## src/verilog/hist_bin_pkg.sv

```systemverilog
//********************
// bin index is {colour, pixel}; counts wrap at 32 bits
//********************
package hist_bin_pkg;

    localparam int pixel_w    = 8;
    localparam int color_w    = 2;
    localparam int bin_addr_w = color_w + pixel_w; // 10
    localparam int num_bins   = 1 << bin_addr_w;   // 1024
    localparam int count_w    = 32;

    // cycles between woi_done and readout, matches accumulator depth
    localparam int drain_cycles = 3;

    typedef struct packed {
        logic [color_w-1:0] color; // bayer phase, 0 in mono
        logic [pixel_w-1:0] pixel; // raw pixel value
    } bin_fields_t;

    // same 10 bits seen as fields or as a flat index
    typedef union packed {
        bin_fields_t           fields;
        logic [bin_addr_w-1:0] index;
    } bin_addr_u;

endpackage

```

## src/verilog/hist_readout.sv

```systemverilog
//********************
// two cycles per bin at best; data holds only while accumulator is idle
//********************
module hist_readout
    import hist_bin_pkg::*;
(
    input  logic               pclk,
    input  logic               hist_rst_pclk,
    input  logic               sweep_start_i,
    input  logic               sweep_emit_i,
    input  logic [count_w-1:0] rd_data_i,
    input  logic               bin_ready_i,
    output logic               rd_en_o,
    output bin_addr_u          rd_addr_o,
    output logic               clr_we_o,
    output logic [count_w-1:0] bin_data_o,
    output logic               bin_valid_o,
    output logic               sweep_done_o
);
    logic active;  // sweep in progress
    logic emit_q;  // 1 emit, 0 silent clear
    logic accept_w;
    logic step_w;
    logic last_w;

    assign accept_w = bin_valid_o && bin_ready_i;
    assign step_w   = active && (emit_q ? accept_w : 1'b1); // clear mode steps every cycle
    assign last_w   = (rd_addr_o.index == bin_addr_w'(num_bins - 1));

    assign rd_en_o    = active && emit_q && !bin_valid_o; // read, valid next cycle
    assign clr_we_o   = step_w;    // zero the bin once it is taken
    assign bin_data_o = rd_data_i; // RAM output reg is the data stage

    always_ff @(posedge pclk) begin
        if (hist_rst_pclk) begin
            active          <= 1'b0;
            emit_q          <= 1'b0;
            rd_addr_o.index <= '0;
            bin_valid_o     <= 1'b0;
            sweep_done_o    <= 1'b0;
        end else begin
            sweep_done_o <= step_w && last_w;

            if (sweep_start_i) begin
                active          <= 1'b1;
                emit_q          <= sweep_emit_i;
                rd_addr_o.index <= '0;
            end else if (step_w) begin
                if (last_w) active <= 1'b0;
                rd_addr_o.index <= rd_addr_o.index + 1'b1; // flat index walk
            end

            if (accept_w)     bin_valid_o <= 1'b0;
            else if (rd_en_o) bin_valid_o <= 1'b1;
        end
    end

endmodule

```

## config.mk

```make
export PLATFORM = sky130hd
export DESIGN_NAME = hist_readout
export DESIGN_NICKNAME = d
export VERILOG_FILES = /design/src/verilog/hist_bin_pkg.sv /design/src/verilog/hist_readout.sv
export SDC_FILE = /design/constraint.sdc
export NUM_CORES = 1
export LEC_CHECK = 0
export ABC_AREA = 1
export BUFFER_PORTS_ARGS = -buffer_cell sky130_fd_sc_hd__buf_2
export CAP_MARGIN = 10
export CORE_UTILIZATION = 30
export CTS_CLUSTER_SIZE = 30
export DETAILED_ROUTE_END_ITERATION = 10
export GPL_TIMING_DRIVEN = 0
export PLACE_DENSITY = 0.77
export SLEW_MARGIN = 25
export SYNTH_ARGS = -nofsm -noshare
export SYNTH_HDL_FRONTEND = slang
export SYNTH_SLANG_ARGS = --single-unit
```

## constraint.sdc

```tcl
create_clock -name pclk -period 1.7 [get_ports pclk]
set_clock_uncertainty 0.1 [all_clocks]
set_input_delay 0.255 -clock pclk [delete_from_list [all_inputs] [get_ports pclk]]
set_output_delay 0.255 -clock pclk [all_outputs]
set_load 0.02 [all_outputs]
```

==> results of run 1 <==
## synthesized netlist by cell type (all sizes together)
cell    number
buf         33
nand2       20
nor2        16
dfxtp       14
inv         10
a21oi        9
nand3        8
o21ai        4
nor3b        2
a21boi       1
ha           1
nand4        1
nor3         1
o21a         1
## power groups by stage
| stage | Combinational (mW) | Sequential (mW) | Clock (mW) |
|---|---|---|---|
| 6_report | 0.195 | 0.340 | 0.237 |
| 5_1_grt | 0.208 | 0.342 | 0.262 |
| 4_1_cts | 0.195 | 0.340 | 0.245 |
| 3_5_place_dp | 0.194 | 0.347 | 0 |
| 3_3_place_gp | 0.192 | 0.348 | 0 |
| 2_1_floorplan | 0.141 | 0.350 | 0 |
## flip-flops by register name, indices dropped and copies added, names as in the netlist
register and count:
active 1, bin_valid_o 1, emit_q 1, rd_addr_o 10, sweep_done_o 1
## critical path, stage by stage (launching register included)
cell,delay [ns]
dfxtp_1,0.38
nand2_2,0.10
a21boi_4,0.17
buf_6,0.15
buf_2,0.16
## layout make-up
type                    count  area [µm²]
flip-flops and latches     14         280
clock buffers               4        36.3
plain buffers              33         251
repair buffers             50         250
multi-input cells          64         320
inverters                  10        37.5
well taps                  31        38.8
fillers                   299        1570
## cell families (layout without fill, tap and decap cells)
family,Yosys count,count (layout)
flops,14,14
buf+inv,43,97
simple gates,48,48
compound gates,15,15
fa+ha+maj,1,1
## how the worst max path moves through the flow
stage,end,slack (ns),cells past startpoint,start
finish,clr_we_o,0.11,4,bin_valid_o
floorplan,active,0.32,6,rd_addr_o[0]
CTS,clr_we_o,0.08,4,bin_valid_o
global route,clr_we_o,0.02,4,bin_valid_o
detailed placement,active,0.33,6,rd_addr_o[0]
global placement,active,0.35,6,rd_addr_o[0]
## per-layer routing
layer | wire length [µm] | up-vias | GRT usage [%]
met2 | 759 | 47 | 16.5
met3 | 165 | 2 | 4.88
met5 | 0 | - | 0
met1 | 765 | 353 | 13.1
li1 | - | 457 | -
met4 | 12 | 0 | 2.09
## stage by stage
stage          utilization [%]  hold slack, ns  setup WS [ns]
2_1_floorplan                -           0.224          0.323
3_3_place_gp              42.1           0.371          0.354
3_5_place_dp              42.1           0.390          0.333
4_1_cts                   43.4          0.0901         0.0754
5_1_grt                   43.7          0.0898         0.0226
6_report                  43.7          0.0978          0.106
==> metrics.md, run 1 <==
| Metric | Value |
|---|---|
| Number of port buffers | 50 |
| Sink Count | 14 |
| Final Power | 0.772 mW |
| Syn Area/Cell | 7.29 µm² |
| Antenna Nets Post-Route | 0 |
| Layout area overhead | 37.7% |
| Status | completed |
| Commonest non-fill, non-tap cells in the layout | 50 x buf_2, 32 x buf_4, 19 x nand2_1, 14 x dfxtp_1, 13 x nor2_1 |
| R2r endpoint | active |
| Post-route cell area | 1210 µm² |
| PwrDens | 636 nW/µm² |
| Die extent in y | 56.2 µm |
| Sequential Power Share | 44.1% |
| Area of the mapped netlist | 882 µm² |
| CTS tree | yes |
| Data arrival, critical path | 1.24 ns |
| Post-Synth Simple-Gate Area | 24.5% |
| Share of the synthesized area in the top cell type | 31.8% |
| FF-to-FF path depth | 6 |
| Final Max Tran Viols | 0 |
| Clk Latency, worst-skew pair | 0.28 ns |
| Final Wtd Congestion | 0.726 |
| Max VDD drop | 495 µV |
| Hold Path Depth | 2 |
| CP Launch Type | flop |
| CTS resizes | 0 |
| Static Leakage | 0.654 nW |
| Final setup viols | 0 |
| Crit. End Element | output pin |
| Ys Warns | 0 |
| Diode count | 0 |
| Worst setup path class | reg2out |
| Switching part of the total | 27.9% |
| Post-DP HPWL | 1390 µm |
| Overall routing resource usage | 10.5% |
| Htree depth | 1 |
| Post-synthesis register bit count | 14 |
| Main area contributors after synthesis | dfxtp_1 32%, buf_4 27%, nand2_1 8.1%, nor2_1 5.5%, a21oi_1 5.1% |
| Tmin final | 1.59 ns |
| Critical R2R Launch | rd_addr_o[0] |
| Area post-placement | 1170 µm² |
| Reg-to-reg slack, setup | 0.33 ns |
| Max-Cap Viols | 0 |
| Syn_nets | 159 |
| First-pass GRT wire length | 2640 µm |
| Die X | 56.2 µm |
| Routed length per instance | 8.26 µm |
| Share of layout cells above drive strength 1 | 53.1% |
| P_sw | 0.215 mW |
| Crit Path Max Fanout | 10 |
| RSZ-0062 raised after global routing | false |
| Critical Path RT | 1.34 ns |
| Final Hold Viols | 0 |
| P_int | 0.557 mW |
| Commonest non-fill, non-tap cell in the layout | buf_2 |
| Drt total wl | 1700 µm |
| Synth cell types | 18 |
| CTS Buf Count | 3 |
| DIE AREA | 3160 µm² |
| Hold endpoint | emit_q |
| Setup Total Neg Slack | 0 ns |
| Worst-path clk slew | 0.09 ns |
| Initial antenna violation count | 0 |
| Post-CTS Setup Inserts | 0 |
| Largest family of logic cells by synthesized area | buffers and inverters |
| DP Cell Count | 202 |
| Part of the Yosys area used for sequential elements | 31.8% |
| Synth Area in XOR/XNOR | 0% |
| Total Nets Final | 214 |
| Slew @ Worst Pin | 0.390 ns |
| Cell Rows | 19 |
| Synth Area in Adders | 1.42% |
| Rel. slew slack | 74.0% |
| HP Start | hist_rst_pclk |
| Worst Hold Class | in2reg |
| Hold buffers post-CTS | 0 |
| Pre-antenna DRT Iters | 4 |
| Clock buffer depth | 2 |
| Vias per cell | 4.17 |
| Crit share post-route | 93.7% |
| Post-Syn Instances | 121 |
| Final std cells w/o fill | 206 |
| Synth Area in Compound Gates | 9.50% |
| Largest net degree at the start of global routing | 11 |
| Comb pwr share | 25.2% |
| Clk network pwr share | 30.7% |
| Mux contribution to synthesized area | 0% |
| Routed vias | 859 |
| Starting density of the core | 31.7% |
| # IOs | 83 |
| Area leader, netlist | dfxtp_1 |
| GR Overflow Total | 0 |
| Initial DRC count | 6 |
| Post-route DRC | 0 |
| Vias in the first global route | 666 |
| F_max | 0.628 GHz |
| Core Region | 2780 µm² |
| Root buffer cell | clkbuf_4 |
Power figures use the tool's default switching activity.
==> run 2, diff against run 1 <==
- RECOVER_POWER: default -> 25
- SLEW_MARGIN: 25 -> 20
==> metrics.md, run 2 (same netlist as run 1, synthesis figures left out) <==
| Metric | Value |
|---|---|
| Tmin final | 1.59 ns (unchanged) |
| Met2 Resource Use GR | 16.5% (unchanged) |
| Drt total wl | 1700 µm (unchanged) |
| Layout area overhead | 35.7% (was 37.7%) |
| Max reg flops | 10 (unchanged) |
| Setup Total Neg Slack | 0 ns (unchanged) |
| Final setup viols | 0 (unchanged) |
| Status | completed (unchanged) |
| Slew @ Worst Pin | 0.390 ns (unchanged) |
| Initial DRC count | 6 (unchanged) |
| Core Region | 2780 µm² (unchanged) |
| Number of port buffers | 50 (unchanged) |
| Max VDD drop | 494 µV (was 495 µV) |
| Max-Cap Viols | 0 (unchanged) |
| Die X | 56.2 µm (unchanged) |
| CTS Buf Count | 3 (unchanged) |
| Pre-antenna DRT Iters | 4 (unchanged) |
| Crit. End Element | output pin (unchanged) |
| Crit Path Max Fanout | 10 (unchanged) |
| First-pass GRT wire length | 2640 µm (unchanged) |
| Worst Hold Class | in2reg (unchanged) |
| Htree depth | 1 (unchanged) |
| Vias in the first global route | 666 (unchanged) |
| Data arrival, critical path | 1.24 ns (about the same) |
| PwrDens | 641 nW/µm² (was 636 nW/µm²) |
| RSZ-0062 raised after global routing | false (unchanged) |
| # IOs | 83 (unchanged) |
| Crit share post-route | 93.7% (unchanged) |
| Overall routing resource usage | 10.5% (unchanged) |
| Post-DP HPWL | 1390 µm (unchanged) |
| Routed vias | 861 (was 859) |
| Setup WS pre-CTS | 0.333 ns (unchanged) |
| Critical Path RT | 1.34 ns (about the same) |
| Sink Count | 14 (unchanged) |
| Initial antenna violation count | 0 (unchanged) |
| F_max | 0.628 GHz (unchanged) |
| Gr busiest metal | met2 (unchanged) |
| Sequential Power Share | 44.3% (was 44.1%) |
| Root buffer cell | clkbuf_4 (unchanged) |
| Static Leakage | 0.616 nW (was 0.654 nW) |
| Final Max Tran Viols | 0 (unchanged) |
| Clock buffer depth | 2 (unchanged) |
| Clk network pwr share | 30.9% (was 30.7%) |
| Rel. slew slack | 74.0% (unchanged) |
| Share of layout cells above drive strength 1 | 45.1% (was 53.1%) |
| Routed length per instance | 8.26 µm (unchanged) |
| Crit path setup slack, layout | 0.106 ns (unchanged) |
| Antenna Nets Post-Route | 0 (unchanged) |
| Worst-path clk slew | 0.09 ns (about the same) |
| Starting density of the core | 31.7% (unchanged) |
| Final Wtd Congestion | 0.726 (unchanged) |
| GR Overflow Total | 0 (unchanged) |
| CP Launch Type | flop (unchanged) |
| CTS tree | yes (unchanged) |
| DIE AREA | 3160 µm² (unchanged) |
| Cell Rows | 19 (unchanged) |
| P_int | 0.552 mW (was 0.557 mW) |
| Post-CTS Setup Inserts | 0 (unchanged) |
| Commonest non-fill, non-tap cells in the layout | 36 x buf_2, 32 x buf_4, 19 x nand2_1, 14 x dfxtp_1, 14 x clkbuf_1 (was 50 x buf_2, 32 x buf_4, 19 x nand2_1, 14 x dfxtp_1, 13 x nor2_1) |
| Largest net degree at the start of global routing | 11 (unchanged) |
| Register bank with the most flops | rd_addr_o (unchanged) |
| P_sw | 0.216 mW (was 0.215 mW) |
| Clk Latency, worst-skew pair | 0.28 ns (about the same) |
| Commonest non-fill, non-tap cell in the layout | buf_2 (unchanged) |
| Comb pwr share | 24.8% (was 25.2%) |
| M1 GR Usage | 13.1% (unchanged) |
| Post-route DRC | 0 (unchanged) |
| Switching part of the total | 28.1% (was 27.9%) |
| Die extent in y | 56.2 µm (unchanged) |
| Final Hold Viols | 0 (unchanged) |
| Worst setup path class | reg2out (unchanged) |
| Vias per cell | 4.18 (was 4.17) |
| Diode count | 0 (unchanged) |
| Total Nets Final | 214 (unchanged) |
| Met3 global-route usage | 4.88% (unchanged) |
[run 2: path summary, 6_finish.rpt]
check / slack [ns] / endpoint / cells past startpoint / start
worst min-delay path: 0.1 / emit_q / 2 / hist_rst_pclk
worst min register to register: 0.40 / rd_addr_o[7] / 2 / rd_addr_o[7]
worst max register to register: 0.33 / active / 6 / rd_addr_o[0]
worst max-delay path: 0.11 / clr_we_o / 4 / bin_valid_o
[run 2: repair_timing]
| action | CTS | global route |
|---|---|---|
| setup endpoints to repair | 0 | 1 |
| hold buffers | 0 | 0 |
| gates resized for setup | 0 | 1 |
[run 2: power by group through the flow]
stage	clock network, mW	logic (mW)	registers, mW
after floorplan	0	0.141	0.350
after global placement	0	0.192	0.348
after detailed placement	0	0.194	0.347
after CTS	0.245	0.195	0.340
after global routing	0.262	0.204	0.342
final	0.237	0.190	0.340
[run 2: layer usage]
metal | up-vias | routed length (µm)
li1 | 457 | -
met1 | 355 | 765
met2 | 47 | 762
met3 | 2 | 162
met4 | 0 | 12
met5 | - | 0
[run 2: worst max-delay path, stage by stage, from the launching register on]
cell and delay, ns:
dfxtp_1 0.38, nand2_2 0.10, a21boi_4 0.17, buf_6 0.15, buf_2 0.16
[run 2: cell type report]
type	instances	area (µm²)
fillers	307	1580
multi-input cells	64	320
flip-flops and latches	14	280
plain buffers	33	251
repair buffers	50	233
well taps	31	38.8
inverters	10	37.5
clock buffers	4	36.3
[run 2: metrics by stage]
stage                     total power, mW  hold WS (ns)  utilization, %  cells  cell area [µm²]
final                               0.768        0.0978            43.0    206             1200
after global routing                0.807        0.0898            43.0    206             1200
after CTS                           0.779        0.0901            43.4    206             1210
after detailed placement            0.542         0.390            42.1    202             1170
after global placement              0.539         0.371            42.1    202             1170
after floorplan                     0.491         0.224               -    121              882
