`config.mk`:
```
export PLATFORM = sky130hd
export DESIGN_NAME = hist_window
export DESIGN_NICKNAME = d
export VERILOG_FILES = /design/src/verilog/hist_geom_pkg.sv /design/src/verilog/hist_bin_pkg.sv /design/src/verilog/hist_window.sv
export SDC_FILE = /design/constraint.sdc
export NUM_CORES = 1
export LEC_CHECK = 0
export BUFFER_PORTS_ARGS = -buffer_cell sky130_fd_sc_hd__buf_2
export CAP_MARGIN = 30
export CORE_UTILIZATION = 45
export DETAILED_ROUTE_END_ITERATION = 10
export GPL_ROUTABILITY_DRIVEN = 0
export GPL_TIMING_DRIVEN = 0
export SLEW_MARGIN = 20
export SYNTH_ARGS = -nofsm -noshare
export SYNTH_HDL_FRONTEND = slang
export SYNTH_SLANG_ARGS = --single-unit
```
`constraint.sdc`:
```
create_clock -name pclk -period 8 [get_ports pclk]
set_clock_uncertainty 0.15 [all_clocks]
set_input_delay 1.6 -clock pclk [delete_from_list [all_inputs] [get_ports pclk]]
set_output_delay 1.6 -clock pclk [all_outputs]
set_load 0.1 [all_outputs]
```
`src/verilog/hist_geom_pkg.sv`:
```
//********************
// window geometry and config register map; values are inclusive minus-one sizes
//********************
package hist_geom_pkg;

    // left, top, width-1 and height-1 all share this width
    localparam int coord_w = 16;

    // cfg_data_i holds {top, left} or {height_m1, width_m1}
    localparam logic cfg_addr_left_top     = 1'b0;
    localparam logic cfg_addr_width_height = 1'b1;

    // colour phase at first pixel of first line, {line bit, pixel bit}
    localparam logic [1:0] bayer_xor = 2'b00;

endpackage

```
`src/verilog/hist_bin_pkg.sv`:
```
//********************
// bin index is {colour, pixel}; counts wrap at 32 bits
//********************
package hist_bin_pkg;

    localparam int pixel_w    = 8;
    localparam int color_w    = 2;
    localparam int bin_addr_w = color_w + pixel_w; // 10
    localparam int num_bins   = 1 << bin_addr_w;   // 1024
    localparam int count_w    = 32;

    // cycles between woi_done and readout, matches accumulator depth
    localparam int drain_cycles = 3;

    typedef struct packed {
        logic [color_w-1:0] color; // bayer phase, 0 in mono
        logic [pixel_w-1:0] pixel; // raw pixel value
    } bin_fields_t;

    // same 10 bits seen as fields or as a flat index
    typedef union packed {
        bin_fields_t           fields;
        logic [bin_addr_w-1:0] index;
    } bin_addr_u;

endpackage

```
`src/verilog/hist_window.sv`:
```
//********************
// needs idle cycles between lines; window beyond line length just clips
//********************
module hist_window
    import hist_geom_pkg::*;
    import hist_bin_pkg::*;
(
    input  logic                 pclk,
    input  logic                 hist_rst_pclk,
    input  logic                 cfg_we_i,
    input  logic                 cfg_addr_i,
    input  logic [2*coord_w-1:0] cfg_data_i,
    input  logic                 sof_i,
    input  logic                 hact_i,
    input  logic [pixel_w-1:0]   pixel_i,
    input  logic                 monochrome_i,
    input  logic                 frame_arm_i,
    output logic                 pix_valid_o,
    output bin_addr_u            pix_addr_o,
    output logic                 woi_done_o
);
    logic [coord_w-1:0] left;
    logic [coord_w-1:0] top;
    logic [coord_w-1:0] width_m1;
    logic [coord_w-1:0] height_m1;

    logic               frame_active; // armed frame, window not yet passed
    logic               hact_d;
    logic [coord_w-1:0] line_cnt;     // index of current line
    logic [coord_w-1:0] pix_cnt;      // index of current pixel in line

    logic               line_start_w;
    logic               line_end_w;
    logic [coord_w:0]   bottom_w;     // last window line, one bit wider
    logic [coord_w:0]   right_w;      // last window pixel
    logic               in_v_w;
    logic               in_h_w;
    logic               done_w;
    logic [color_w-1:0] pix_color_w;

    assign line_start_w = hact_i && !hact_d;
    assign line_end_w   = !hact_i && hact_d;
    assign bottom_w     = {1'b0, top} + {1'b0, height_m1};
    assign right_w      = {1'b0, left} + {1'b0, width_m1};
    assign in_v_w       = (line_cnt >= top) && ({1'b0, line_cnt} <= bottom_w);
    assign in_h_w       = (pix_cnt >= left) && ({1'b0, pix_cnt} <= right_w);
    // first line below window, or a new frame cuts it short
    assign done_w = frame_active && (sof_i || (line_start_w && ({1'b0, line_cnt} > bottom_w)));
    // bit 0 flips per pixel, bit 1 per line
    assign pix_color_w = monochrome_i ? '0 :
                         {bayer_xor[1] ^ line_cnt[0], bayer_xor[0] ^ pix_cnt[0]};

    always_ff @(posedge pclk) begin
        if (cfg_we_i) begin
            if (cfg_addr_i == cfg_addr_left_top)     {top, left}           <= cfg_data_i;
            if (cfg_addr_i == cfg_addr_width_height) {height_m1, width_m1} <= cfg_data_i;
        end
    end

    always_ff @(posedge pclk) begin
        if (hist_rst_pclk) begin
            frame_active <= 1'b0;
            hact_d       <= 1'b0;
            line_cnt     <= '0;
            pix_cnt      <= '0;
            pix_valid_o  <= 1'b0;
            woi_done_o   <= 1'b0;
        end else begin
            hact_d     <= hact_i;
            woi_done_o <= done_w; // 1-cycle pulse

            if (done_w)                    frame_active <= 1'b0;
            else if (sof_i && frame_arm_i) frame_active <= 1'b1;

            if (sof_i && frame_arm_i)          line_cnt <= '0;
            else if (frame_active && line_end_w) line_cnt <= line_cnt + 1'b1;

            pix_cnt <= hact_i ? pix_cnt + 1'b1 : '0; // zero during blanking

            pix_valid_o <= frame_active && hact_i && in_v_w && in_h_w;
        end
    end

    // bin address follows the pixel by one cycle, aligned with pix_valid_o
    always_ff @(posedge pclk) begin
        pix_addr_o.fields.color <= pix_color_w;
        pix_addr_o.fields.pixel <= pixel_i;
    end

endmodule

```
==> results of run 1 <==
routing by layer:
layer	GRT usage (%)	vias up
met4	8.96	0
met1	20.5	2281
met5	0	-
met2	35.3	68
li1	-	2513
met3	4.06	25
critical path, stage by stage (launching register included):
cell	delay, ns
edfxtp_1	0.40
ha_1	0.27
fa_1	0.44
a211oi_1	0.44
o21a_1	0.23
o21ai_0	0.15
a21oi_1	0.31
nor3_1	0.09
a311oi_1	0.25
ha_1	0.19
nand3_1	0.10
nor3_1	0.46
nand4_1	0.26
o211ai_1	0.23
a211oi_1	0.08
nor4b_1	0.40
logic make-up (layout without fill, tap and decap cells):
family / count (synthesis) / in the layout
and+or+nand+nor: 169 / 169
xor gates and xnor gates: 43 / 43
DFF: 110 / 110
AOI/OAI and AO/OA: 163 / 163
adders and majority gates: 100 / 100
buffers and inverters: 51 / 128
muxes: 2 / 2
placed cells by master, fill, tap and decap left out, types with 3 or more instances in the layout:
cell / synthesis / layout
a211oi_1: 9 / 9
a21o_1: 17 / 17
a21oi_1: 54 / 54
a221oi_1: 3 / 3
and2_1: 4 / 3
and3_1: 8 / 8
and4_1: 3 / 3
buf_2: 0 / 59
clkbuf_1: 9 / 9
clkbuf_16: 0 / 9
clkinv_1: 0 / 3
dfxtp_1: 46 / 46
edfxtp_1: 64 / 64
ha_1: 98 / 98
inv_1: 41 / 41
nand2_1: 43 / 43
nand2b_1: 9 / 9
nand3_1: 10 / 10
nand4_1: 12 / 12
nand4_2: 3 / 3
nor2_1: 36 / 36
nor2b_1: 4 / 3
nor3_1: 11 / 11
nor4_1: 5 / 5
o211ai_1: 6 / 6
o21a_1: 12 / 12
o21ai_0: 35 / 35
o21bai_1: 3 / 3
or2_2: 3 / 3
or3_1: 15 / 15
xnor2_1: 16 / 16
xor2_1: 27 / 27
power by group through the flow:
| stage | sequential, mW | clock, mW | combinational [mW] |
|---|---|---|---|
| 2_1_floorplan | 0.667 | 0 | 0.189 |
| 3_3_place_gp | 0.652 | 0 | 0.262 |
| 3_5_place_dp | 0.652 | 0 | 0.276 |
| 4_1_cts | 0.639 | 0.441 | 0.278 |
| 5_1_grt | 0.641 | 0.464 | 0.313 |
| 6_report | 0.638 | 0.428 | 0.276 |
path summary, 6_finish.rpt:
check              from           to  slack, ns
min          pix_cnt[0]   pix_cnt[0]       0.31
max             left[0]  pix_valid_o       3.43
min reg2reg  pix_cnt[0]   pix_cnt[0]       0.31
max reg2reg     left[0]  pix_valid_o       3.43
through the flow:
| step | power [mW] | instance area [µm²] | hold WS [ns] | worst slack, ns |
|---|---|---|---|---|
| CTS | 1.36 | 7460 | 0.317 | 3.44 |
| global placement | 0.914 | 7120 | 0.295 | 3.43 |
| finish | 1.34 | 7460 | 0.315 | 3.43 |
| global route | 1.42 | 7460 | 0.327 | 3.14 |
| floorplan | 0.856 | 6600 | 0.280 | 4.37 |
| detailed placement | 0.928 | 7180 | 0.301 | 3.48 |
final cells by class:
class	instances	share of cell area [%]
multi-input combinational	477	47.9
clock buffer	10	3.20
sequential	110	38.1
tap	180	3.02
clock inverter	6	0.570
buffer	10	0.520
timing repair buffer	61	4.69
inverter	41	2.06
cells in the mapped netlist (6+ instances only):
library cell / instances
or3_1: 15
clkbuf_1: 9
a21oi_1: 54
nand2_1: 43
and3_1: 8
o21a_1: 12
nand2b_1: 9
ha_1: 98
o211ai_1: 6
nor3_1: 11
nor2_1: 36
dfxtp_1: 46
inv_1: 41
edfxtp_1: 64
xnor2_1: 16
o21ai_0: 35
nand3_1: 10
nand4_1: 12
xor2_1: 27
a21o_1: 17
a211oi_1: 9
state kept, by name (all words and copies together) (netlist names):
register and cells:
height_m1 16, left 16, line_cnt 16, pix_cnt 16
top 16, width_m1 16, pix_addr_o 10, frame_active 1
hact_d 1, pix_valid_o 1, woi_done_o 1
==> flow_summary.toml, run 1 <==
[outcome]
status = "finished clean"

[synth]
synth_fa_ha_area_share_pct = 19.2
yosysUniqueCellTypes = 54
synthSimpleGateAreaFrac_pct = 13.1
synth_area_mm2 = 0.00660
yosysTopAreaCellShare_pct = 29.1
yosysSeqAreaShare_pct = 43.1
syn-instance-count = 638
async_flop_share_pct = 0
synth_xor_area_share_pct = 5.71
synth_edf_count = 64
synthFlopType = "edfxtp_1"
synth_area_leaders = "edfxtp_1 29%, ha_1 19%, dfxtp_1 14%, a21oi_1 4.1%, xor2_1 3.6%"
synth-compound-area-share_pct = 15.7
synth_top_family_by_area = "adder cells"
synth_warnings = 0
synth_area_leader_cell = "edfxtp_1"
synth_nets = 786
synth_seq_cells = 110
synth_mux_area_share_pct = 0.303
synth_area_per_cell_um2 = 10.3

[layout]
nFillCells = 1276
multi_input_area_mm2 = 0.00357
fin_nets = 858
antennaDiodeCount = 0
seq_area_mm2 = 0.00284
syn2layout_area_growth_pct = 13.1
fin_cells = 895
fin_util_pct = 53.0
drive_gt1_share_pct = 12.7

[clock_tree]
root_buffer = "clkbuf_16"
cts_tree = "built"
cts_hold_buf = 0
cts_htree_levels = 3
cts_num_sinks = 110
cts.clk_slew.worst_paths_ns = 0.07
clock_latency_ns = 0.35
clockBufferDepth = 2
post_cts_buffers = 0
cts_made_buffers = 9
ctsResizeCount = 0

[floorplanning]
die_h_um = 123
io_pins = 60
die_w_um = 123
dieArea_mm2 = 0.0152
start_util_pct = 46.8
fp.coreArea_mm2 = 0.0141
fp-row-count = 43

[placement]
place_hpwl_mm = 10.8
dp_cells = 879
io_buffers = 59

[routing]
wirelength_met1_mm = 5.54
wl_met3_um = 310
final_antenna_net_count = 0
viasPerCell = 5.46
wl_mm = 13.2
top_layer = "met4"
drc = 0
drt-initial-drc-count = 203
route.vias.total = 4887
drtPass1Iterations = 4
routedWlPerCell_um = 14.8
wl_met2_mm = 6.97

[setup_path]
worstPathMaxFanout = 3
cp.arrival_ns = 4.65
endpoint_kind = "flop"
worst_setup_path_start_kind = "flop"
reg2reg_depth = 15
crit_required_ns = 8.08
crit_type = "flop to flop"

[power_and_ir_drop]
internal_power_uw = 961
power_frac_comb_pct = 20.6
p_leak_nw = 3.25
ir_drop_v = 0.000102
p_sw_uw = 381
seq_power_share_pct = 47.6
swShare_pct = 28.4
pwr-share-clk_pct = 31.9
p_per_area_mw_per_mm2 = 180

[timing]
period_share_pct = 57.1
fmax_ghz = 0.219
relSlewSlack_pct = 58.0
setup_tns_ns = 0
finalSetupViolations = 0
rsz0062_at_grt = "no"
final.min_clock_period_ns = 4.57
finalHoldViolations = 0
slew_viol_final = 0
worst_pin_slew_ns = 0.628

[run]
cap_viol_max_count = 0

[grt]
grt_max_degree = 19
grt_pass1_wl_mm = 22.1
antenna_found_initial = 0
globalRouteOverflowTotal = 0
track_usage_pct = 19.0
grt_pass1_vias = 4941

[min_path]
hp-class = "flop to flop"
whs_path_depth = 1
Power figures use the tool's default switching activity.
==> run 2: changes to the inputs <==
--- a/config.mk
+++ b/config.mk
@@ -5,12 +5,14 @@
 export SDC_FILE = /design/constraint.sdc
 export NUM_CORES = 1
 export LEC_CHECK = 0
+export ABC_AREA = 1
 export BUFFER_PORTS_ARGS = -buffer_cell sky130_fd_sc_hd__buf_2
 export CAP_MARGIN = 30
 export CORE_UTILIZATION = 45
 export DETAILED_ROUTE_END_ITERATION = 10
 export GPL_ROUTABILITY_DRIVEN = 0
 export GPL_TIMING_DRIVEN = 0
+export PLACE_DENSITY = 0.66
 export SLEW_MARGIN = 20
 export SYNTH_ARGS = -nofsm -noshare
 export SYNTH_HDL_FRONTEND = slang
==> constraint.sdc (replaced) <==
create_clock -name pclk -period 3.88 [get_ports pclk]
set_clock_uncertainty 0.15 [all_clocks]
set_input_delay 0.776 -clock pclk [delete_from_list [all_inputs] [get_ports pclk]]
set_output_delay 0.776 -clock pclk [all_outputs]
set_load 0.1 [all_outputs]
==> run 2 against run 1 <==
- critical path depth grew 4
- setup slack got worse by 3.0 ns
- first-iteration DRC count up 30%
==> flow_summary.toml, run 2 <==
[timing]
final.min_clock_period_ns = 3.49
relSlewSlack_pct = 65.7
fin_ws_ns = 0.385
slew_viol_final = 0
finalHoldViolations = 0
period_share_pct = 90.1
worst_pin_slew_ns = 0.515
rsz0062_at_grt = "no"
fmax_ghz = 0.286
setup_tns_ns = 0
finalSetupViolations = 0

[synth]
yosys-top-cells-count = "133 x nand2_1, 109 x inv_1, 98 x ha_1"
synth_warnings = 0
synth_edf_count = 64
async_flop_share_pct = 0
yosysUniqueCellTypes = 36
synth_area_mm2 = 0.00665
synth_area_leader_cell = "edfxtp_1"
syn-instance-count = 736
synth_area_leaders = "edfxtp_1 29%, ha_1 18%, dfxtp_1 14%, nand2_1 7.5%, inv_1 6.2%"
synth_nets = 884
synthFlopType = "edfxtp_1"
synth.most_common_cell = "nand2_1"
synth_seq_cells = 110
yosysTopAreaCellShare_pct = 28.9
synth_area_per_cell_um2 = 9.03
yosysSeqAreaShare_pct = 42.8

[grt]
track_usage_pct = 20.0
grt_pass1_wl_mm = 23.4
antenna_found_initial = 0
grt_max_degree = 21
grt_pass1_vias = 4881
globalRouteOverflowTotal = 0

[setup_path]
endpoint_kind = "flop"
cpLargestDelayFamily = "compound AO/OA/AOI/OAI gates"
slowest_stage = "fa_1"
cp.depth = 19
cp.arrival_ns = 3.60
max_stage_delay_ns = 0.41
crit_required_ns = 3.99
crit_chain = "ha_1 > fa_1 > a21oi_1 > o21bai_1 > a21o_1 > a31oi_1 > xor2_1 > ha_1 > a21oi_1 > nor2_1 > a211oi_1 > nand2_1 > nand2_1 > nand2_1 > nand2_1 > nand2_1 > nand2_1 > nand2_1 > nor2_1"
worstPathMaxFanout = 4
cp_num_buf_inv = 0
rrSetupSlack_ns = 0.39
timing.rr.start = "left[0]"
cpMostUsedCell = "nand2_1"
crit_type = "flop to flop"
timing.rr.end = "pix_valid_o"
worst_setup_path_start_kind = "flop"
reg2reg_depth = 19

[routing]
wl_met3_um = 785
top_layer = "met4"
wl_met2_mm = 5.76
route.vias.total = 5025
routedWlPerCell_um = 13.9
viasPerCell = 5.04
final_antenna_net_count = 0
drtPass1Iterations = 4
drc = 0
wirelength_met1_mm = 7.15
wl_mm = 13.8
drt-initial-drc-count = 264

[placement]
place_hpwl_mm = 10.9
io_buffers = 59
pre_cts_slack_ns = 0.442
placed_cell_area_mm2 = 0.00723
dp_cells = 981

[power_and_ir_drop]
p_per_area_mw_per_mm2 = 371
p_leak_nw = 3.47
ir_drop_v = 0.000287

[floorplanning]
die_h_um = 124
fp-row-count = 44
start_util_pct = 45.9
die_w_um = 124
fp.coreArea_mm2 = 0.0145
dieArea_mm2 = 0.0153
io_pins = 60

[clock_tree]
clock_latency_ns = 0.36
cts_tree = "built"
ctsResizeCount = 0
cts_num_sinks = 110
cts_hold_buf = 0
cts.clk_slew.worst_paths_ns = 0.08
post_cts_buffers = 0
cts_made_buffers = 9
clockBufferDepth = 2
root_buffer = "clkbuf_16"
cts_htree_levels = 3

[run]
cap_viol_max_count = 0

[outcome]
status = "finished clean"

[min_path]
hp-class = "flop to flop"
min_to = "pix_cnt[0]"
hold_path_startpoint = "pix_cnt[0]"
whs_path_depth = 1

[layout]
antennaDiodeCount = 0
nFillCells = 1382
design_area_mm2 = 0.00752
fin_cells = 997
syn2layout_area_growth_pct = 13.1
drive_gt1_share_pct = 12.1
fin_nets = 956
layout_commonest_cell = "nand2_1"
mostFrequentLayoutCells = "133 x nand2_1, 108 x inv_1, 98 x ha_1, 66 x a21oi_1, 64 x edfxtp_1"
## run 2: cell type report
class	count	area (µm²)	share of cell area, %
Multi-Input combinational cell	514	3390	45.1
Sequential cell	110	2840	37.8
Tap cell	184	230	3.06
Buffer	2	7.51	0.0998
Timing Repair Buffer	61	343	4.56
Clock inverter	7	63.8	0.849
Clock buffer	9	225	3.00
Inverter	110	413	5.49
## run 2: where the power goes
group | total, mW | switching, mW | internal (mW)
clock | 0.914 | 0.461 | 0.453
combinational | 0.560 | 0.353 | 0.207
sequential | 1.32 | 0.0267 | 1.29
total | 2.79 | 0.841 | 1.95
## run 2: worst max-delay path by stage
| stage | from | to | slack, ns |
|---|---|---|---|
| 3_5_place_dp | left[0] | pix_valid_o | 0.44 |
| 5_1_grt | left[0] | pix_valid_o | 0.04 |
| 3_3_place_gp | cfg_we_i | top[4] | -0.13 |
| 2_1_floorplan | top[0] | woi_done_o | 0.94 |
| 6_report | left[0] | pix_valid_o | 0.39 |
| 4_1_cts | left[0] | pix_valid_o | 0.39 |
## run 2: logic make-up after synthesis
logic type | Yosys count | share of synthesized area, %
and+or+nand+nor | 257 | 17.4
AOI/OAI and AO/OA | 129 | 10.8
buffers and inverters | 112 | 6.33
DFF | 110 | 42.8
adders and majority gates | 100 | 19.1
xor gates and xnor gates | 28 | 3.69
## run 2: metrics by stage
stage | hold WS, ns | power, mW | utilization [%]
after floorplan | 0.279 | 1.75 | -
after global placement | 0.291 | 1.89 | 49.5
after detailed placement | 0.307 | 1.90 | 49.9
after CTS | 0.325 | 2.82 | 51.9
after global routing | 0.343 | 2.96 | 51.9
final | 0.316 | 2.79 | 51.9
## run 2: worst register-to-register path: cells and delay by family (launching register included)
kind            cells  cell delay (ns)
compound gates      6             1.08
simple gates        9             0.66
xor+xnor            1             0.18
fa+ha+maj           3             0.92
flops               1             0.40
## run 2: metal layers
metal,global-route usage [%],up-vias
li1,-,2662
met5,0,-
met4,5.42,0
met3,4.34,11
met1,28.9,2237
met2,30.1,115
