$ cat config.mk
export PLATFORM = sky130hd
export DESIGN_NAME = hist_ctrl
export DESIGN_NICKNAME = d
export VERILOG_FILES = /design/src/verilog/hist_bin_pkg.sv /design/src/verilog/hist_ctrl.sv
export SDC_FILE = /design/constraint.sdc
export NUM_CORES = 1
export LEC_CHECK = 0
export BUFFER_PORTS_ARGS = -buffer_cell sky130_fd_sc_hd__buf_2
export CORE_AREA = 3 3 40 42
export DETAILED_ROUTE_END_ITERATION = 12
export DIE_AREA = 0 0 43 45
export GPL_TIMING_DRIVEN = 0
export PLACE_DENSITY_LB_ADDON = 0.12
export SETUP_SLACK_MARGIN = 0.2
export SYNTH_ARGS = -nofsm -noshare
export SYNTH_HDL_FRONTEND = slang
export SYNTH_SLANG_ARGS = --single-unit
$ cat constraint.sdc
create_clock -name pclk -period 1.62 [get_ports pclk]
set_clock_uncertainty 0.2 [all_clocks]
set_input_delay 0.162 -clock pclk [delete_from_list [all_inputs] [get_ports pclk]]
set_output_delay 0.162 -clock pclk [all_outputs]
set_load 0.01 [all_outputs]
$ cat src/verilog/hist_bin_pkg.sv
//********************
// bin index is {colour, pixel}; counts wrap at 32 bits
//********************
package hist_bin_pkg;

    localparam int pixel_w    = 8;
    localparam int color_w    = 2;
    localparam int bin_addr_w = color_w + pixel_w; // 10
    localparam int num_bins   = 1 << bin_addr_w;   // 1024
    localparam int count_w    = 32;

    // cycles between woi_done and readout, matches accumulator depth
    localparam int drain_cycles = 3;

    typedef struct packed {
        logic [color_w-1:0] color; // bayer phase, 0 in mono
        logic [pixel_w-1:0] pixel; // raw pixel value
    } bin_fields_t;

    // same 10 bits seen as fields or as a flat index
    typedef union packed {
        bin_fields_t           fields;
        logic [bin_addr_w-1:0] index;
    } bin_addr_u;

endpackage

$ cat src/verilog/hist_ctrl.sv
//********************
// frame sequencing; one frame in flight, sof ignored while busy
//********************
module hist_ctrl
    import hist_bin_pkg::*;
(
    input  logic pclk,
    input  logic hist_rst_pclk,
    input  logic hist_en_i,
    input  logic sof_i,
    input  logic woi_done_i,
    input  logic sweep_done_i,
    output logic frame_arm_o,
    output logic sweep_start_o,
    output logic sweep_emit_o,
    output logic hist_busy_o
);
    localparam logic [2:0] st_clear    = 3'd0; // silent clear after reset
    localparam logic [2:0] st_idle     = 3'd1;
    localparam logic [2:0] st_armed    = 3'd2; // waiting for sof
    localparam logic [2:0] st_counting = 3'd3;
    localparam logic [2:0] st_drain    = 3'd4; // let accumulator writes land
    localparam logic [2:0] st_readout  = 3'd5;

    logic [2:0]                         state;
    logic                               sweep_run; // sweep issued, waiting for done
    logic [$clog2(drain_cycles+1)-1:0]  drain_cnt;

    assign frame_arm_o   = (state == st_armed);
    assign sweep_emit_o  = (state == st_readout);
    assign sweep_start_o = (state == st_clear || state == st_readout) && !sweep_run;
    assign hist_busy_o   = !(state == st_idle || state == st_armed);

    always_ff @(posedge pclk) begin
        if (hist_rst_pclk) begin
            state     <= st_clear;
            sweep_run <= 1'b0;
            drain_cnt <= '0;
        end else begin
            if (sweep_start_o)     sweep_run <= 1'b1;
            else if (sweep_done_i) sweep_run <= 1'b0;

            case (state)
                st_clear:    if (sweep_done_i) state <= st_idle;
                st_idle:     if (hist_en_i) state <= st_armed; // graceful, only between frames
                st_armed: begin
                    if (sof_i)           state <= st_counting; // window opens on same sof
                    else if (!hist_en_i) state <= st_idle;
                end
                st_counting: begin
                    if (woi_done_i) begin
                        state     <= st_drain;
                        drain_cnt <= '0;
                    end
                end
                st_drain: begin
                    if (drain_cnt == drain_cycles - 1) state <= st_readout;
                    else                               drain_cnt <= drain_cnt + 1'b1;
                end
                st_readout:  if (sweep_done_i) state <= st_idle;
                default:     state <= st_idle;
            endcase
        end
    end

endmodule

==> flow_summary.json, run 1 <==
{
  "synth_top_cell_by_area": "dfxtp_1",
  "coreArea_mm2": 0.001285,
  "fin_tns_setup_ns": 0,
  "portBuffers": 9,
  "crit_buf_inv": 1,
  "grt_pass1_wl_mm": 1.524,
  "die_w_um": 43,
  "synth.distinct_cells": 25,
  "grt_usage_pct": 11.07,
  "cts_root_buf": "clkbuf_4",
  "synthCells": 43,
  "maxCapViolCount": 0,
  "final_cells": 79,
  "end_kind": "flip-flop",
  "drive_gt1_share_pct": 56.25,
  "netlist.area_leader.share_pct": 31.89,
  "rows": 13,
  "fin_crit_sh_pct": 95.26,
  "drtIter0Drc": 1,
  "outcome": "finished clean",
  "diodes": 0,
  "arrival_ns": 1.52,
  "cts_inserted_buffers": 3,
  "final_common_cell": "buf_2",
  "grt_max_degree": 8,
  "path_delay_family": "simple AND/OR/NAND/NOR gates",
  "antenna_found_initial": 0,
  "wl_per_cell_um": 11.49,
  "whs_ns": 0.04286,
  "hold_violations": 0,
  "insertion_delay_ns": 0.24,
  "dp_hpwl_um": 600.1,
  "finalSetupViolations": 0,
  "power_leakage_nw": 0.2721,
  "stdcell_area_um2": 609.3,
  "min_period_ns": 1.543,
  "pin_count": 10,
  "worstPathCellList": "inv_2 -> ha_4 -> or4b_4 -> nand2b_4 -> a21oi_2",
  "overflow": 0,
  "hold_class": "input pin to flip-flop",
  "worst_pin_slew_ns": 0.3120,
  "yosysWarnings": 0,
  "relSlewSlack_pct": 78.94,
  "setup_slack_ns": 0.07675,
  "placed_cells": 67,
  "drtAntennaViolNets": 0,
  "grt_pass1_vias": 380,
  "ir_drop_v": 0.0004135,
  "cp_slowest_cell": "or4b_4",
  "rsz0062_at_grt": "yes",
  "dieArea_mm2": 0.001935,
  "place_ws_ns": 0.04572,
  "power_density_mw_per_mm2": 685.4,
  "final_cell_mix": "8 x buf_2, 6 x buf_4, 4 x nand3_1",
  "wl_um": 908,
  "vias": 386,
  "cts_tree": "done",
  "place_congestion": 0.6593,
  "post-route-drc-count": 0,
  "clk_path_buf_depth": 2,
  "initial_core_util_pct": 29.31,
  "slew_violations": 0,
  "dr.pass1.iters": 4,
  "cts-htree-levels": 1,
  "setup.worst_path.start_class": "flip-flop",
  "via_per_inst": 4.886,
  "worstSetupPathType": "flip-flop to flip-flop",
  "fin_nets": 73,
  "ys_ff_latch": 6,
  "syn_nets": 50,
  "crit_path_max_incr_delay_ns": 0.51,
  "die-height_um": 45,
  "path_clk_slew_ns": 0.04,
  "area_growth_pct": 61.79,
  "yosysSeqAreaShare_pct": 31.89,
  "fmax_ghz": 0.6480,
  "syn_area_per_cell_um2": 8.758,
  "synthTopCellsByArea": "dfxtp_1 32%, nor3_1 6.6%, nand3_1 5.3%",
  "crit_path_max_fanout": 4,
  "clock_sinks": 6,
  "placed_area_um2": 454.2,
  "syn_area_um2": 376.6,
  "required_ns": 1.59
}
## metrics by stage
| step | total power, mW | utilization [%] |
|---|---|---|
| floorplan | 0.2183 | - |
| global placement | 0.2498 | 35.35 |
| detailed placement | 0.2492 | 35.35 |
| CTS | 0.4163 | 44.11 |
| global route | 0.4535 | 47.42 |
| finish | 0.4176 | 47.42 |
## state kept, by name, summed over array words and instances (netlist names)
signal	cells
sweep_run	1
drain_cnt	2
state	3
## final cells by class
cell class | instances | area, um^2
sequential | 6 | 127.6
clock buffer | 3 | 22.52
fill | 134 | 675.6
multi-input combinational | 32 | 265.3
tap | 15 | 18.77
inverter | 2 | 7.507
buffer | 3 | 40.04
timing repair buffer | 18 | 127.6
## metal layers
metal	track usage, %	wire length, um	share of wire [%]	vias to the layer above
met5	0	0	0	-
met4	7.229	4	0.44	0
met3	5.179	45	5.0	2
met2	16.17	425	47	7
met1	13.01	432	48	178
li1	-	-	-	199
## worst register-to-register path, delay by kind of cell (launching register included)
kind,cells,cell delay (ns)
compound gates,1,0.09
fa+ha+maj,1,0.14
buf+inv,1,0.05
flops,1,0.32
simple gates,2,0.67
## cells in the mapped netlist, drive strengths merged
library cell,n
dfxtp,6
nor3,5
nand3,4
a21oi,3
clkbuf,2
inv,2
nand2,2
nand2b,2
nand3b,2
xor2,2
a41o,1
and3b,1
buf,1
ha,1
mux2i,1
nand4b,1
nor2,1
nor2b,1
nor3b,1
o211ai,1
o21a,1
o311ai,1
or4b,1
## worst paths after layout
path	startpoint	endpoint	slack, ns	cells after the start
setup / recovery	drain_cnt[0]	drain_cnt[0]	0.08	5
hold / removal	woi_done_i	state[1]	0.04	4
setup reg to reg	drain_cnt[0]	drain_cnt[0]	0.08	5
hold reg to reg	drain_cnt[0]	drain_cnt[0]	0.28	2
## what timing repair did
action,in CTS,in global routing
setup buffers,6,1
hold endpoints to repair,3,0
setup endpoints to repair,7,7
resized for setup,9,8
hold buffers,2,0
pin swaps,2,6
## where the power goes
part	switching [mW]	total, mW	internal, mW
logic	0.0509	0.112	0.0608
clock network	0.0530	0.137	0.0837
registers	0.0103	0.169	0.159
total	0.114	0.418	0.303
## kinds of logic (layout without fill, tap and decap cells)
logic type | Yosys count | count (layout) | share of synthesized area [%]
xor gates and xnor gates | 2 | 2 | 4.652
adders and majority gates | 1 | 1 | 3.322
and+or+nand+nor | 21 | 21 | 36.54
muxes | 1 | 1 | 2.658
buffers and inverters | 5 | 26 | 6.978
DFF | 6 | 6 | 31.89
AOI/OAI and AO/OA | 7 | 7 | 13.96
Note: power is estimated with default switching activity, not from simulation.
==> inputs of run 2 (changes only) <==
--- a/config.mk
+++ b/config.mk
@@ -7,6 +7,7 @@
 export LEC_CHECK = 0
 export BUFFER_PORTS_ARGS = -buffer_cell sky130_fd_sc_hd__buf_2
 export CORE_AREA = 3 3 40 42
+export CTS_BUF_LIST = sky130_fd_sc_hd__clkbuf_16
 export DETAILED_ROUTE_END_ITERATION = 12
 export DIE_AREA = 0 0 43 45
 export GPL_TIMING_DRIVEN = 0
==> flow_summary.json, run 2 (synthesized netlist as in run 1, its figures left out) <==
{
  "finalSetupViolations": 0,
  "wl_per_cell_um": 11.66,
  "path_clk_slew_ns": 0.03,
  "power_density_mw_per_mm2": 1073,
  "power.internal_mw": 0.5344,
  "drtAntennaViolNets": 0,
  "drive_gt1_share_pct": 52.46,
  "clock_sinks": 6,
  "path_delay_family": "simple AND/OR/NAND/NOR gates",
  "initial_core_util_pct": 29.31,
  "crit_buf_inv": 1,
  "fillers": 126,
  "wl_um": 886,
  "post-route-drc-count": 0,
  "drtIter0Drc": 5,
  "setup.worst_path.start_class": "flip-flop",
  "die_w_um": 43,
  "worst-path-stages": 5,
  "fin_tns_setup_ns": 0,
  "switching_share_pct": 20.69,
  "power.switching_mw": 0.1394,
  "crit_path_max_incr_delay_ns": 0.51,
  "top_register": "state",
  "overflow": 0,
  "grt_usage_pct": 10.57,
  "antenna_found_initial": 0,
  "power_leakage_nw": 0.2797,
  "hold_violations": 0,
  "seqPwrFrac_pct": 25.1,
  "largest_reg_flops": 3,
  "final_cell_mix": "8 x buf_2, 5 x buf_4, 4 x nand3_1",
  "cts_inserted_buffers": 3,
  "dieArea_mm2": 0.001935,
  "min_period_ns": 1.541,
  "worstPathCellList": "inv_2 -> ha_4 -> or4b_4 -> nand2b_4 -> a21oi_2",
  "whs_path_depth": 3,
  "portBuffers": 9,
  "postLayoutCoreUtil_pct": 48.88,
  "place_congestion": 0.6593,
  "outcome": "finished clean",
  "cts_tree": "done",
  "final_common_cell": "buf_2",
  "worst_pin_slew_ns": 0.3142,
  "r2r_cells": 5,
  "die-height_um": 45,
  "dp_hpwl_um": 600.1,
  "pin_count": 10,
  "p_comb_share_pct": 16.3,
  "worstSetupPathType": "flip-flop to flip-flop",
  "cts-htree-levels": 1,
  "rsz0062_at_grt": "yes",
  "cts_root_buf": "clkbuf_16",
  "clk_path_buf_depth": 2,
  "required_ns": 1.58,
  "fin_crit_sh_pct": 95.12,
  "diodes": 0,
  "slew_violations": 0,
  "grt_pass1_vias": 368,
  "fmax_ghz": 0.6489,
  "ir_drop_v": 0.0005863,
  "hold_class": "input pin to flip-flop",
  "maxCapViolCount": 0,
  "end_kind": "flip-flop",
  "coreArea_mm2": 0.001285,
  "grt_pass1_wl_mm": 1.518,
  "fin_nets": 70,
  "top_regs": "state: 3 flops, drain_cnt: 2 flops, sweep_run: 1 flops",
  "via_per_inst": 4.829,
  "dr.pass1.iters": 3,
  "crit_path_max_fanout": 4,
  "rows": 13,
  "vias": 367,
  "power.share.clock_pct": 58.6,
  "arrival_ns": 1.50,
  "grt_max_degree": 11,
  "cp_slowest_cell": "or4b_4",
  "relSlewSlack_pct": 78.79,
  "area_growth_pct": 66.78,
  "insertion_delay_ns": 0.23
}
[run 2: worst min-delay path, cell delays in order]
cell      delay [ns]
buf_2           0.10
o211ai_1        0.08
nand3_1         0.06
[run 2: cell type report]
| class | count | area (um^2) | share of cell area (%) |
|---|---|---|---|
| clock buffer | 3 | 75.07 | 11.95 |
| multi-input combinational | 32 | 257.7 | 41.04 |
| buffer | 3 | 41.29 | 6.574 |
| tap | 15 | 18.77 | 2.988 |
| inverter | 2 | 7.507 | 1.195 |
| timing repair buffer | 15 | 98.84 | 15.74 |
| sequential | 6 | 128.9 | 20.52 |
[run 2: per-stage QoR]
stage	hold slack [ns]	total power, mW	instance area [um^2]	setup WS [ns]	instances
after floorplan	0.01708	0.2183	390.4	0.08385	43
after global placement	0.2020	0.2498	454.2	0.03936	67
after detailed placement	0.2030	0.2492	454.2	0.04572	67
after CTS	0.009690	0.6732	594.3	0.05265	75
after global routing	0.03533	0.7048	628.1	0.02842	76
final	0.01082	0.6737	628.1	0.07898	76
[run 2: per-layer routing]
metal	up-vias	track usage [%]	wire, um
li1	195	-	-
met1	159	13.98	441
met2	9	14.97	381
met3	4	2.789	50
met4	0	7.229	13
met5	-	0	0
[run 2: power groups by stage]
stage | clock network [mW] | registers [mW] | logic (mW)
final | 0.395 | 0.169 | 0.110
after global routing | 0.415 | 0.170 | 0.119
after CTS | 0.401 | 0.168 | 0.104
after detailed placement | 0 | 0.168 | 0.0812
after global placement | 0 | 0.168 | 0.0816
after floorplan | 0 | 0.166 | 0.0522
[run 2: worst paths after layout]
kind	startpoint	end	slack, ns
worst max-delay path	drain_cnt[0]	drain_cnt[0]	0.08
worst min-delay path	sweep_done_i	state[0]	0.01
worst max register to register	drain_cnt[0]	drain_cnt[0]	0.08
worst min register to register	drain_cnt[0]	drain_cnt[0]	0.28
[run 2: what timing repair did]
item	CTS	global route
buffers inserted	4	1
pin swaps	0	1
endpoints found under the setup margin	7	8
resized for setup	9	7
endpoints found under the hold margin	2	0
hold buffers	1	0
==> inputs of run 3 (changes only) <==
--- a/config.mk
+++ b/config.mk
@@ -5,6 +5,7 @@
 export SDC_FILE = /design/constraint.sdc
 export NUM_CORES = 1
 export LEC_CHECK = 0
+export ABC_AREA = 1
 export BUFFER_PORTS_ARGS = -buffer_cell sky130_fd_sc_hd__buf_2
 export CORE_AREA = 3 3 40 42
 export CTS_BUF_LIST = sky130_fd_sc_hd__clkbuf_16
==> flow_summary.json, run 3 <==
{
  "drtIter0Drc": 7,
  "worstSetupPathType": "flip-flop to output port",
  "area_growth_pct": 64.23,
  "reg2reg_slack_ns": 0.15,
  "rows": 13,
  "ys_ff_latch": 6,
  "grt_util_met1_pct": 16.63,
  "required_ns": 1.26,
  "whs_endpoint": "sweep_run",
  "relSlewSlack_pct": 88.68,
  "vias": 494,
  "setup_slack_ns": 0.03135,
  "setup.worst_path.start_class": "flip-flop",
  "arrival_ns": 1.23,
  "synth_async_sr_flop_share_pct": 0,
  "die_w_um": 43,
  "place_congestion": 0.7457,
  "crit_buf_inv": 4,
  "path_clk_slew_ns": 0.04,
  "pin_count": 10,
  "power_leakage_nw": 0.4021,
  "hold_class": "input pin to flip-flop",
  "netlist.area_leader.share_pct": 26.02,
  "synth_top_cell_by_area": "dfxtp_1",
  "place_ws_ns": 0.1069,
  "synthTopCellsByArea": "dfxtp_1 26%, nand2_1 18%, inv_1 11%",
  "drtAntennaViolNets": 0,
  "totalPowerFinal_mw": 1.574,
  "largest_reg_flops": 3,
  "synthCells": 74,
  "ir_drop_v": 0.0008686,
  "multiInputGateArea_um2": 334.1,
  "use_met3_pct": 2.789,
  "dieArea_mm2": 0.001935,
  "grt-busiest-layer": "met2",
  "final_common_cell": "nand2_1",
  "worstPathCellList": "buf_6 -> nand3_2 -> o21ai_2 -> inv_2 -> or2_4 -> inv_2 -> buf_6",
  "synth_edf_count": 0,
  "cts_inserted_buffers": 3,
  "whs_path_depth": 4,
  "min-delay-start": "sweep_done_i",
  "fillers": 123,
  "synth-main-ff-cell": "dfxtp_1",
  "via_per_inst": 4.491,
  "yosysSeqAreaShare_pct": 26.02,
  "wl_mm": 1.055,
  "crit_path_max_incr_delay_ns": 0.31,
  "register_area_um2": 128.9,
  "fin_crit_sh_pct": 98.06,
  "power_density_mw_per_mm2": 2075,
  "grt_max_degree": 8,
  "groute.layer.met2.usage_pct": 21.56,
  "whs_ns": 0.02759,
  "hold_violations": 0,
  "postLayoutCoreUtil_pct": 59.01,
  "clk_path_buf_depth": 2,
  "stdcell_area_um2": 758.2,
  "maxCapViolCount": 0,
  "end_kind": "output port",
  "initial_core_util_pct": 35.93,
  "syn_area_um2": 461.7,
  "r2r-end": "drain_cnt[0]",
  "grt_usage_pct": 13.57,
  "finalSetupViolations": 0,
  "top_regs": "state: 3 flops, drain_cnt: 2 flops, sweep_run: 1 flops",
  "top_register": "state",
  "outcome": "finished clean",
  "worst_pin_slew_ns": 0.1697,
  "min_period_ns": 1.589,
  "insertion_delay_ns": 0.23,
  "antenna_found_initial": 0,
  "dr.pass1.iters": 3,
  "cts_tree": "done",
  "synth.most_common_cell": "nand2_1",
  "dp_hpwl_um": 720.2,
  "grt_pass1_vias": 460,
  "cp_slowest_cell": "dfxtp_2",
  "syn_area_per_cell_um2": 6.239,
  "cts-htree-levels": 1,
  "final_cell_mix": "14 x nand2_1, 12 x inv_1, 8 x buf_2",
  "fmax_ghz": 0.6295,
  "crit_path_max_fanout": 3,
  "netlist_top_cells_count": "22 x nand2_1, 13 x inv_1, 6 x dfxtp_1, 6 x nand3_1, 6 x nor2_1",
  "path_delay_family": "simple AND/OR/NAND/NOR gates",
  "overflow": 0,
  "synth.distinct_cells": 18,
  "cts_root_buf": "clkbuf_16",
  "wl_per_cell_um": 9.591,
  "die-height_um": 45,
  "syn_nets": 81,
  "slew_violations": 0,
  "portBuffers": 9,
  "r2r_cells": 7,
  "reg2reg_from": "state[0]",
  "diodes": 0,
  "drive_gt1_share_pct": 53.68,
  "post-route-drc-count": 0,
  "fin_nets": 104,
  "placed_area_um2": 525.5,
  "rsz0062_at_grt": "yes",
  "grt_pass1_wl_mm": 1.918,
  "coreArea_mm2": 0.001285,
  "yosysWarnings": 0,
  "clock_sinks": 6
}
[run 3: changes by cell type after synthesis, sizes merged, moves of 2 or more]
cell	before	now
clkbuf	2	0
inv	2	16
nand2	2	22
nand2b	2	0
nand3	4	7
nand3b	2	0
nor2	1	12
nor3	5	0
or2	0	2
xor2	2	0
[run 3: layer usage]
layer | wire, um | part of all wire (%) | vias to the layer above
met5 | 0 | 0 | -
met2 | 534 | 51 | 6
li1 | - | - | 266
met3 | 42 | 4.0 | 2
met1 | 466 | 44 | 220
met4 | 11 | 1.0 | 0
[run 3: worst max path at each step]
stage / start / to / slack, ns / cells past startpoint
finish: state[2] / sweep_start_o / 0.03 / 7
global route: state[2] / sweep_start_o / -0.04 / 7
CTS: state[0] / sweep_start_o / 0.01 / 7
detailed placement: state[0] / sweep_start_o / 0.11 / 6
global placement: state[0] / sweep_start_o / 0.12 / 6
floorplan: state[2] / sweep_start_o / 0.26 / 6
[run 3: cells by family after synthesis]
kind of cell    Yosys count  synth area share, %
compound gates            7                12.74
fa+ha+maj                 1                2.710
buf+inv                  17                14.64
flops                     6                26.02
simple gates             43                43.90
[run 3: final cells by class]
| cell class | instances | area share [%] |
|---|---|---|
| clock buffer | 3 | 9.901 |
| multi-input combinational | 51 | 44.06 |
| buffer | 1 | 1.485 |
| sequential | 6 | 17.00 |
| timing repair buffer | 18 | 16.50 |
| tap | 15 | 2.475 |
| inverter | 16 | 8.581 |
[run 3: what timing repair did]
action | CTS | global route
hold buffers | 1 | 0
endpoints found under the hold margin | 1 | 0
pin swaps | 2 | 6
resized for setup | 13 | 14
setup buffers | 6 | 2
cloned | 0 | 0
setup endpoints to repair | 5 | 8
[run 3: stage by stage]
step,setup TNS [ns],cells
2_1_floorplan,0,74
3_3_place_gp,0,98
3_5_place_dp,0,98
4_1_cts,0,108
5_1_grt,-0.06234,110
6_report,0,110
[run 3: where the power goes]
part	leakage (nW)	internal, mW	switching (mW)
sequential	0.0511	0.225	0.0462
combinational	0.314	0.432	0.470
clock	0.0370	0.317	0.0834
total	0.402	0.974	0.600
[run 3: worst register-to-register path: stages (launching register included)]
cell and delay (ns):
dfxtp_4 0.35, buf_4 0.16, nor2_4 0.16, nand3_4 0.13
a21boi_4 0.20, nand2_1 0.07, nand2_1 0.07, nor2_2 0.03
